File: src/hdl/udp_hub_pkg.sv
package udp_hub_pkg;

   // number of local services sharing the core
   localparam int NUM_CHANNELS = 3;

   // listening ports, overridable from the top level
   localparam logic [15:0] DEFAULT_DHCP_PORT    = 16'd68;
   localparam logic [15:0] DEFAULT_CONTROL_PORT = 16'd18521;
   localparam logic [15:0] DEFAULT_STREAM_PORT  = 16'd18520;

   // result code returned by the core on the transmit side
   typedef enum logic [1:0] {
      tx_idle  = 2'd0,
      tx_busy  = 2'd1,
      tx_done  = 2'd2,
      tx_error = 2'd3
   } tx_result_e;

   // channel index, lower value wins arbitration
   typedef enum logic [1:0] {
      chan_dhcp    = 2'd0,
      chan_control = 2'd1,
      chan_stream  = 2'd2
   } chan_e;

   typedef struct packed {
      logic [7:0]  data;
      logic        start;
      logic        last;
      logic [15:0] dst_port;
      logic [15:0] src_port;
      logic [31:0] src_ip;
   } udp_rx_beat_t;

   typedef struct packed {
      logic [31:0] dst_ip;
      logic [15:0] dst_port;
      logic [15:0] src_port;
      logic [15:0] length;
   } udp_tx_hdr_t;

   // start/hdr follow the start/result exchange, valid/data/last the stream handshake
   typedef struct packed {
      logic        start;
      udp_tx_hdr_t hdr;
      logic        valid;
      logic [7:0]  data;
      logic        last;
   } udp_tx_req_t;

   typedef struct packed {
      logic       ready;
      tx_result_e result;
   } udp_tx_rsp_t;

endpackage

File: src/hdl/udp_rx_dispatch.sv
`timescale 1ns/1ps

module udp_rx_dispatch #(
   parameter logic [15:0] dhcp_port    = udp_hub_pkg::DEFAULT_DHCP_PORT,
   parameter logic [15:0] control_port = udp_hub_pkg::DEFAULT_CONTROL_PORT,
   parameter logic [15:0] stream_port  = udp_hub_pkg::DEFAULT_STREAM_PORT
) (
   input  logic                                   m_axis_aclk,
   input  logic                                   m_axis_aresetn,
   input  logic                                   rx_valid,
   input  udp_hub_pkg::udp_rx_beat_t              rx_beat,
   output logic [udp_hub_pkg::NUM_CHANNELS-1:0]   rx_chan_valid,
   output udp_hub_pkg::udp_rx_beat_t              rx_out
);

   logic [udp_hub_pkg::NUM_CHANNELS-1:0] port_hit;

   // port decode, first match wins so the result stays one-hot
   always_comb begin
      port_hit = '0;
      if (rx_beat.dst_port == dhcp_port) begin
         port_hit[udp_hub_pkg::chan_dhcp] = 1'b1;
      end else if (rx_beat.dst_port == control_port) begin
         port_hit[udp_hub_pkg::chan_control] = 1'b1;
      end else if (rx_beat.dst_port == stream_port) begin
         port_hit[udp_hub_pkg::chan_stream] = 1'b1;
      end
   end

   // beat payload, shared by all services
   always_ff @(posedge m_axis_aclk) begin
      rx_out <= rx_beat;
   end

   // unknown ports leave every bit low and the beat is dropped
   always_ff @(posedge m_axis_aclk) begin
      if (!m_axis_aresetn) begin
         rx_chan_valid <= '0;
      end else if (rx_valid) begin
         rx_chan_valid <= port_hit;
      end else begin
         rx_chan_valid <= '0;
      end
   end

endmodule

File: src/hdl/udp_tx_arbiter.sv
`timescale 1ns/1ps

module udp_tx_arbiter #(
   parameter logic [15:0] dhcp_port    = udp_hub_pkg::DEFAULT_DHCP_PORT,
   parameter logic [15:0] control_port = udp_hub_pkg::DEFAULT_CONTROL_PORT,
   parameter logic [15:0] stream_port  = udp_hub_pkg::DEFAULT_STREAM_PORT
) (
   input  logic                     m_axis_aclk,
   input  logic                     m_axis_aresetn,
   input  udp_hub_pkg::udp_tx_req_t chan_req [udp_hub_pkg::NUM_CHANNELS],
   output udp_hub_pkg::udp_tx_rsp_t chan_rsp [udp_hub_pkg::NUM_CHANNELS],
   output udp_hub_pkg::udp_tx_req_t core_req,
   input  logic                     core_ready,
   input  udp_hub_pkg::tx_result_e  core_result
);

   typedef enum logic [1:0] {
      arb_idle,
      arb_request,
      arb_send
   } arb_state_e;

   arb_state_e               state;
   udp_hub_pkg::chan_e       grant;
   udp_hub_pkg::chan_e       next_grant;
   logic                     any_start;
   logic                     granted;
   logic                     finished;
   logic [15:0]              grant_port;
   udp_hub_pkg::udp_tx_req_t sel_req;

   // fixed priority, dhcp before control before stream
   always_comb begin
      any_start  = 1'b1;
      next_grant = udp_hub_pkg::chan_dhcp;
      if (chan_req[udp_hub_pkg::chan_dhcp].start) begin
         next_grant = udp_hub_pkg::chan_dhcp;
      end else if (chan_req[udp_hub_pkg::chan_control].start) begin
         next_grant = udp_hub_pkg::chan_control;
      end else if (chan_req[udp_hub_pkg::chan_stream].start) begin
         next_grant = udp_hub_pkg::chan_stream;
      end else begin
         any_start = 1'b0;
      end
   end

   assign granted  = (state != arb_idle);
   assign finished = (core_result == udp_hub_pkg::tx_done) ||
                     (core_result == udp_hub_pkg::tx_error);

   always_ff @(posedge m_axis_aclk) begin
      if (!m_axis_aresetn) begin
         state <= arb_idle;
         grant <= udp_hub_pkg::chan_dhcp;
      end else begin
         case (state)
            arb_idle: begin
               if (any_start) begin
                  grant <= next_grant;
                  state <= arb_request;
               end
            end
            // start is held to the core until it answers
            arb_request: begin
               if (finished) begin
                  state <= arb_idle;
               end else if (core_result == udp_hub_pkg::tx_busy) begin
                  state <= arb_send;
               end
            end
            arb_send: begin
               if (finished) begin
                  state <= arb_idle;
               end
            end
            default: begin
               state <= arb_idle;
            end
         endcase
      end
   end

   // source port is owned by the hub, not the service
   always_comb begin
      case (grant)
         udp_hub_pkg::chan_control: grant_port = control_port;
         udp_hub_pkg::chan_stream:  grant_port = stream_port;
         default:                   grant_port = dhcp_port;
      endcase
   end

   assign sel_req = chan_req[grant];

   always_comb begin
      core_req              = sel_req;
      core_req.hdr.src_port = grant_port;
      core_req.start        = (state == arb_request);
      core_req.valid        = granted && sel_req.valid;
   end

   // ready and result go back to the granted service only
   always_comb begin
      for (int i = 0; i < udp_hub_pkg::NUM_CHANNELS; i++) begin
         chan_rsp[i].ready  = 1'b0;
         chan_rsp[i].result = udp_hub_pkg::tx_idle;
         if (granted && (int'(grant) == i)) begin
            chan_rsp[i].ready  = core_ready;
            chan_rsp[i].result = core_result;
         end
      end
   end

endmodule

File: src/hdl/dhcp_kick_timer.sv
`timescale 1ns/1ps

module dhcp_kick_timer #(
   parameter int kick_delay = 7
) (
   input  logic m_axis_aclk,
   input  logic m_axis_aresetn,
   input  logic second_tick,
   input  logic do_dhcp,
   output logic dhcp_start
);

   localparam int CNT_W = $clog2(kick_delay + 1);

   logic [CNT_W-1:0] tick_cnt;
   logic             kick_done;
   logic             auto_kick;

   // high on the last tick of the delay, once per reset
   assign auto_kick = second_tick && !kick_done &&
                      (tick_cnt == CNT_W'(kick_delay - 1));

   always_ff @(posedge m_axis_aclk) begin
      if (!m_axis_aresetn) begin
         tick_cnt   <= '0;
         kick_done  <= 1'b0;
         dhcp_start <= 1'b0;
      end else begin
         if (second_tick && !kick_done) begin
            tick_cnt <= tick_cnt + 1'b1;
         end
         if (auto_kick) begin
            kick_done <= 1'b1;
         end
         // external requests pass straight through
         dhcp_start <= auto_kick || do_dhcp;
      end
   end

endmodule

File: src/hdl/udp_port_hub.sv
`timescale 1ns/1ps

module udp_port_hub #(
   parameter logic [15:0] dhcp_port    = udp_hub_pkg::DEFAULT_DHCP_PORT,
   parameter logic [15:0] control_port = udp_hub_pkg::DEFAULT_CONTROL_PORT,
   parameter logic [15:0] stream_port  = udp_hub_pkg::DEFAULT_STREAM_PORT,
   parameter int          kick_delay   = 7
) (
   input  logic                                 m_axis_aclk,
   input  logic                                 m_axis_aresetn,
   // receive side from the core
   input  logic                                 rx_valid,
   input  udp_hub_pkg::udp_rx_beat_t            rx_beat,
   output logic [udp_hub_pkg::NUM_CHANNELS-1:0] rx_chan_valid,
   output udp_hub_pkg::udp_rx_beat_t            rx_out,
   // transmit side, services and core
   input  udp_hub_pkg::udp_tx_req_t             chan_req [udp_hub_pkg::NUM_CHANNELS],
   output udp_hub_pkg::udp_tx_rsp_t             chan_rsp [udp_hub_pkg::NUM_CHANNELS],
   output udp_hub_pkg::udp_tx_req_t             core_req,
   input  logic                                 core_ready,
   input  udp_hub_pkg::tx_result_e              core_result,
   // dhcp start
   input  logic                                 second_tick,
   input  logic                                 do_dhcp,
   output logic                                 dhcp_start
);

   udp_rx_dispatch #(
      .dhcp_port    (dhcp_port),
      .control_port (control_port),
      .stream_port  (stream_port)
   ) u_rx_dispatch (
      .m_axis_aclk    (m_axis_aclk),
      .m_axis_aresetn (m_axis_aresetn),
      .rx_valid       (rx_valid),
      .rx_beat        (rx_beat),
      .rx_chan_valid  (rx_chan_valid),
      .rx_out         (rx_out)
   );

   udp_tx_arbiter #(
      .dhcp_port    (dhcp_port),
      .control_port (control_port),
      .stream_port  (stream_port)
   ) u_tx_arbiter (
      .m_axis_aclk    (m_axis_aclk),
      .m_axis_aresetn (m_axis_aresetn),
      .chan_req       (chan_req),
      .chan_rsp       (chan_rsp),
      .core_req       (core_req),
      .core_ready     (core_ready),
      .core_result    (core_result)
   );

   dhcp_kick_timer #(
      .kick_delay (kick_delay)
   ) u_dhcp_kick (
      .m_axis_aclk    (m_axis_aclk),
      .m_axis_aresetn (m_axis_aresetn),
      .second_tick    (second_tick),
      .do_dhcp        (do_dhcp),
      .dhcp_start     (dhcp_start)
   );

endmodule

File: config.mk
export PLATFORM = sky130hd
export DESIGN_NAME = udp_port_hub
export DESIGN_NICKNAME = d
export VERILOG_FILES = /design/src/hdl/udp_hub_pkg.sv /design/src/hdl/udp_rx_dispatch.sv /design/src/hdl/udp_tx_arbiter.sv /design/src/hdl/dhcp_kick_timer.sv /design/src/hdl/udp_port_hub.sv
export SDC_FILE = /design/constraint.sdc
export NUM_CORES = 1
export LEC_CHECK = 0
export BUFFER_PORTS_ARGS = -buffer_cell sky130_fd_sc_hd__buf_2
export CAP_MARGIN = 10
export CELL_PAD_IN_SITES_DETAIL_PLACEMENT = 0
export CELL_PAD_IN_SITES_GLOBAL_PLACEMENT = 2
export CORE_AREA = 2 2 209 211
export DETAILED_ROUTE_END_ITERATION = 6
export DIE_AREA = 0 0 211 213
export HOLD_SLACK_MARGIN = 0.1
export PLACE_DENSITY = 0.67
export SLEW_MARGIN = 20
export SYNTH_ARGS = -nofsm -noshare
export SYNTH_HDL_FRONTEND = slang
export SYNTH_HIERARCHICAL = 1
export SYNTH_SLANG_ARGS = --single-unit
File: constraint.sdc
create_clock -name m_axis_aclk -period 1.9 [get_ports m_axis_aclk]
set_input_delay 0.095 -clock m_axis_aclk [delete_from_list [all_inputs] [get_ports m_axis_aclk]]
set_output_delay 0.095 -clock m_axis_aclk [all_outputs]
set_load 0.01 [all_outputs]
Yosys cells after proc, flatten, opt, wreduce, memory -nomap -nowiden
Cells that the tools add are included.
Cells by class
  $lt $le $gt $ge: 1
  bitwise gates (word level): 3
  add/sub/neg operators: 1
  reductions and logical operators: 17
  muxes and demuxes: 21
  equal/unequal tests: 16
Operator list (count)
  91-bit binary-select mux with 2-bit select: 1
  90-bit 2-to-1 mux: 2
  16-bit by 15-bit equality test with 1-bit output, second input constant: 2
  15-bit one-hot mux with 2 select lines: 1
  16-bit by 7-bit equality test with 1-bit output, second input constant: 1
  2-bit 2-to-1 mux: 7
  2-bit equality test, second input constant: 6
  3-bit 2-to-1 mux: 3
  2-bit by 1-bit equality test with 1-bit output, second input constant: 3
  1-bit logical AND: 6
  1-bit 2-to-1 mux: 6
  2-bit one-hot mux with 3 select lines: 1
  2-bit zero test: 2
  2-bit by 1-bit inequality test with 1-bit output, second input constant: 2
  2-bit AND reduction: 2
  4-bit OR reduction: 1
  3-bit by 1-bit adder with 3-bit output, second input constant: 1
  3-bit equality test, second input constant: 1
  3-bit greater-or-equal comparator, second input constant: 1
  3-bit by 1-bit inequality test with 1-bit output, second input constant: 1
  2-bit inverter with 3-bit output: 1
  3-bit AND reduction: 1
  3-bit OR reduction: 1
  1-bit logical OR: 2
  other kinds (3): 4
Storage, ports and cells
  logic and storage cells: 73
  input bits: 355
  bits in registers: 86

Longest topological paths before layout
  word-level depth: 5
  gate-level depth with buffers: 6
  depth with buffers taken out: 5

By module
The synthesis kept the hierarchy.
Modules (own cells, without submodules)
  udp_tx_arbiter: instances 1, area an instance 2048.2 um^2, seq. area each 80.1 um^2, cells each 302
  udp_rx_dispatch: instances 1, area an instance 1669.1 um^2, seq. area each 1541.5 um^2, cells each 91
  dhcp_kick_timer: instances 1, area an instance 221.5 um^2, seq. area each 100.1 um^2, cells each 21

Least setup slack after synthesis
No wires, ideal clock.
  path type: reg-to-output
  from: reg u_tx_arbiter.grant[0]
  to: out core_req[30] (netlist name)
  slack: 0.594 ns
  data arrival time: 1.211 ns
  stages on the path, launching flop included: 6
  data required time: 1.805 ns
  path buffers: 3
  cell sequence: dfxtp_1 > buf_4 > buf_8 > inv_1 > ha_1 > buf_4
RTL lines
  from (decl): line udp_tx_arbiter.sv:24  | udp_hub_pkg::chan_e grant;
  from (signal assigned): line udp_tx_arbiter.sv:54  | grant <= udp_hub_pkg::chan_dhcp;
  from (signal assigned): line udp_tx_arbiter.sv:59  | grant <= next_grant;
  to (decl): line udp_port_hub.sv:19  | output udp_hub_pkg::udp_tx_req_t core_req,

Final worst setup path
  from: in chan_req[181] (netlist name)
  to: reg u_tx_arbiter.state[0]
On the way
  longest elaborated chain between the ends: 4
RTL lines
  from (decl): line udp_port_hub.sv:17  | input udp_hub_pkg::udp_tx_req_t chan_req [udp_hub_pkg::NUM_CHANNELS],
  1-bit 2-to-1 mux: line udp_tx_arbiter.sv:38  | end else if (chan_req[udp_hub_pkg::chan_control].start) begin
  1-bit 2-to-1 mux: line udp_tx_arbiter.sv:36  | if (chan_req[udp_hub_pkg::chan_dhcp].start) begin
  2-bit by 1-bit inequality test with 1-bit output (no line)
  3-bit AND reduction (no line)
  to (signal assigned): line udp_tx_arbiter.sv:53  | state <= arb_idle;
  to (signal assigned): line udp_tx_arbiter.sv:60  | state <= arb_request;
  to (signal assigned): line udp_tx_arbiter.sv:66  | state <= arb_idle;
  to (decl): line udp_tx_arbiter.sv:23  | arb_state_e state;
No other way between the ends.
A chain may end at the register's enable or synchronous reset.

==> flow_summary.ini <==
[status]
status = finished clean

[floorplan]
die_h_um = 213
fp.dieArea_mm2 = 0.0449
boundaryPins = 533
initial_utilization_pct = 9.23
dieWidth_um = 211
num_rows = 76
core_area_mm2 = 0.0427

[final_layout]
finalInstanceArea_mm2 = 0.00808
syn_to_final_growth_pct = 105
final_nets = 1328
drive_gt1_share_pct = 53.0
final_cells = 1519

[setup_path]
crit_chain = dlygate4sd3_1 > buf_2 > nor2_1 > dlygate4sd3_1 > a21oi_1 > dlygate4sd3_1
path_class = primary input to flip-flop
cp_max_fo = 2
cp-start-kind = primary input
cp.arrival_ps = 2060
endpoint_kind = flip-flop
critPathRequiredTime_ps = 2130
path_common_cell = dlygate4sd3_1
cp_slowest_stage_delay_ps = 560
critPathSlowestCell = dlygate4sd3_1

[clock_tree]
numCtsBuffers = 9
cts_tree = built
root_buffer = clkbuf_16
cts.htree.levels = 3
clkTransAtPathRegs_ps = 70
clock_path_buffers = 2
cts_num_sinks = 86
insertion_delay_ps = 340

[synthesis]
synth-seq-cells = 86
syn_avg_cell_area_um2 = 9.51
netlist_area_mm2 = 0.00394
synth_warnings = 6
yosys.cell_types.count = 36
netlist_instances = 414
synth_seq_area_share_pct = 43.7

[routing]
drt-vias-per-instance = 3.29
wirelength_um = 20800
wl_met3_um = 1480
remaining_drc_errors = 0
met1_length_um = 8320
drt_first_pass_iters = 4
wl_met2_um = 10800
via_count = 5003
drtIter0Drc = 118
top_layer = met4
wire_per_inst_um = 13.7
ant_nets = 0

[run]
maxCapViolCount = 0

[placement]
postPlaceCellArea_mm2 = 0.00683
dp_cells = 1414
io_buffer_count = 474
gp_congestion = 0.795
dp_hpwl_um = 16500

[timing]
final-max-slew-violation-count = 0
finalClockSkew_ps = 9.12
setup_viol = 0
min_period_over_period_pct = 96.0
hold_viol = 0
clock.fmax_mhz = 548
rsz0062_at_grt = yes
period_needed_ps = 1820

[power_and_ir_drop]
powerDensity_mw_per_mm2 = 665
p_leak_nw = 3.84
ir_worst_vdd_mv = 0.671

[grt]
grt_max_degree = 60
overflow = 0
grt_first_pass_wirelength_um = 28100
grtUsageTotal_pct = 8.35
grt_pass1_vias = 4924
antenna_found_initial = 2

[worst_hold_path]
hold_path_class = primary input to flip-flop
## cells in the final DEF, fill, tap and decap left out, types with 2 or more instances in the layout
cell type,n
inv_8,3
inv_1,5
ha_1,6
dlygate4sd3_1,86
nor2b_4,2
dfxtp_4,2
buf_4,6
nor3_2,2
buf_12,5
a21oi_1,4
nand2_1,75
o21ai_0,37
buf_2,474
dfxtp_1,84
bufinv_16,2
nand3_1,2
nor2_1,9
nor2b_1,2
nor3b_1,2
o21ai_1,38
xnor2_1,2
and2_1,3
nand3b_1,3
mux2i_1,74
and3_1,9
clkbuf_16,10
conb_1,10
a21boi_0,2
## state kept, by name (all words and copies together) (netlist names)
register	flops
u_rx_dispatch/rx_chan_valid	3
u_dhcp_kick/dhcp_start	1
u_dhcp_kick/kick_done	1
u_tx_arbiter/grant	2
u_dhcp_kick/tick_cnt	3
u_tx_arbiter/state	2
u_rx_dispatch/rx_out	74
## critical path: cells and delay by family
kind,cells,cell delay (ps)
AOI/OAI and AO/OA,1,60
buffers and inverters,4,1790
and+or+nand+nor,1,120
## path summary, 6_finish.rpt
kind | start | endpoint | slack, ps | depth (start not counted)
worst max-delay path | chan_req[181] | u_tx_arbiter/state[0]$_SDFFE_PN0P_ | 80 | 6
worst min-delay path | rx_valid | u_rx_dispatch/rx_chan_valid[0]$_SDFF_PP0_ | 180 | 4
worst max register to register | u_tx_arbiter/state[0]$_SDFFE_PN0P_ | u_tx_arbiter/grant[1]$_SDFFE_PN0P_ | 250 | 4
worst min register to register | u_dhcp_kick/kick_done$_SDFFE_PN0P_ | u_dhcp_kick/kick_done$_SDFFE_PN0P_ | 520 | 2
## synth_stat cells, drive strengths merged
| cell type | n | area [µm²] |
|---|---|---|
| or2 | 1 | 6.26 |
| o21a | 1 | 7.51 |
| mux2i | 74 | 741 |
| nand3b | 3 | 22.5 |
| nor3 | 2 | 20.0 |
| a21boi | 2 | 15.0 |
| and4b | 1 | 10.0 |
| dfxtp | 86 | 1720 |
| a211oi | 1 | 7.51 |
| ha | 6 | 75.1 |
| xnor2 | 2 | 17.5 |
| clkbuf | 8 | 30.0 |
| o211a | 1 | 10.0 |
| nor3b | 2 | 15.0 |
| conb | 2 | 7.51 |
| inv | 5 | 18.8 |
| a21oi | 4 | 20.0 |
| nor2 | 9 | 33.8 |
| o21ai | 76 | 384 |
| and2 | 3 | 18.8 |
| nand2 | 75 | 282 |
| nor2b | 4 | 40.0 |
| buf | 31 | 305 |
| and3 | 9 | 56.3 |
| nor4 | 1 | 21.3 |
| nand3 | 2 | 10.0 |
| nand4 | 2 | 18.8 |
| nor4b | 1 | 23.8 |
## cells by family after synthesis
family,Yosys count,share of synthesized area (%)
and+or+nand+nor,115,14.7
DFF,86,43.7
AOI/OAI and AO/OA,85,11.3
muxes,74,18.8
buffers and inverters,44,8.99
adders and majority gates,6,1.91
other,2,0.191
xor gates and xnor gates,2,0.445
## where the power goes
| part | internal (mW) | switching (mW) |
|---|---|---|
| Sequential | 1.90 | 0.0378 |
| Combinational | 0.742 | 0.698 |
| Clock | 1.19 | 0.817 |
## metrics by stage
step                setup slack [ps]  setup TNS, ps  utilization (%)  total power, mW  hold slack [ps]
floorplan                        594              0                -             2.57              123
global placement                 358              0             16.0             3.27              197
detailed placement               360              0             16.0             3.27              199
CTS                             14.7              0             18.8             5.44              158
global route                   -25.7          -47.8             18.9             5.65              201
finish                          75.8              0             18.9             5.38              178
## per-layer routing
layer  vias up  global-route usage (%)
met3        12                    2.15
met4         0                    1.92
li1       2502                       -
met1      2218                    9.14
met2       271                    16.0
met5         -                       0
## timing repair
item / 4_1_cts / 5_1_grt
hold buffers: 86 / 0
buffers inserted: 0 / 1
setup endpoints to repair: 1 / 5
cloned: 0 / 1
endpoints found under the hold margin: 86 / 0
gates resized for setup: 1 / 1
## area by class of cell
type,count,area [µm²]
well taps,546,683
multi-input cells,292,1900
clock buffers,9,225
clock inverters,7,110
inverters,5,18.8
repair buffers,573,3410
diodes,1,2.50
fillers,4778,34600
flip-flops and latches,86,1730
(Power assumes the default switching activity.)
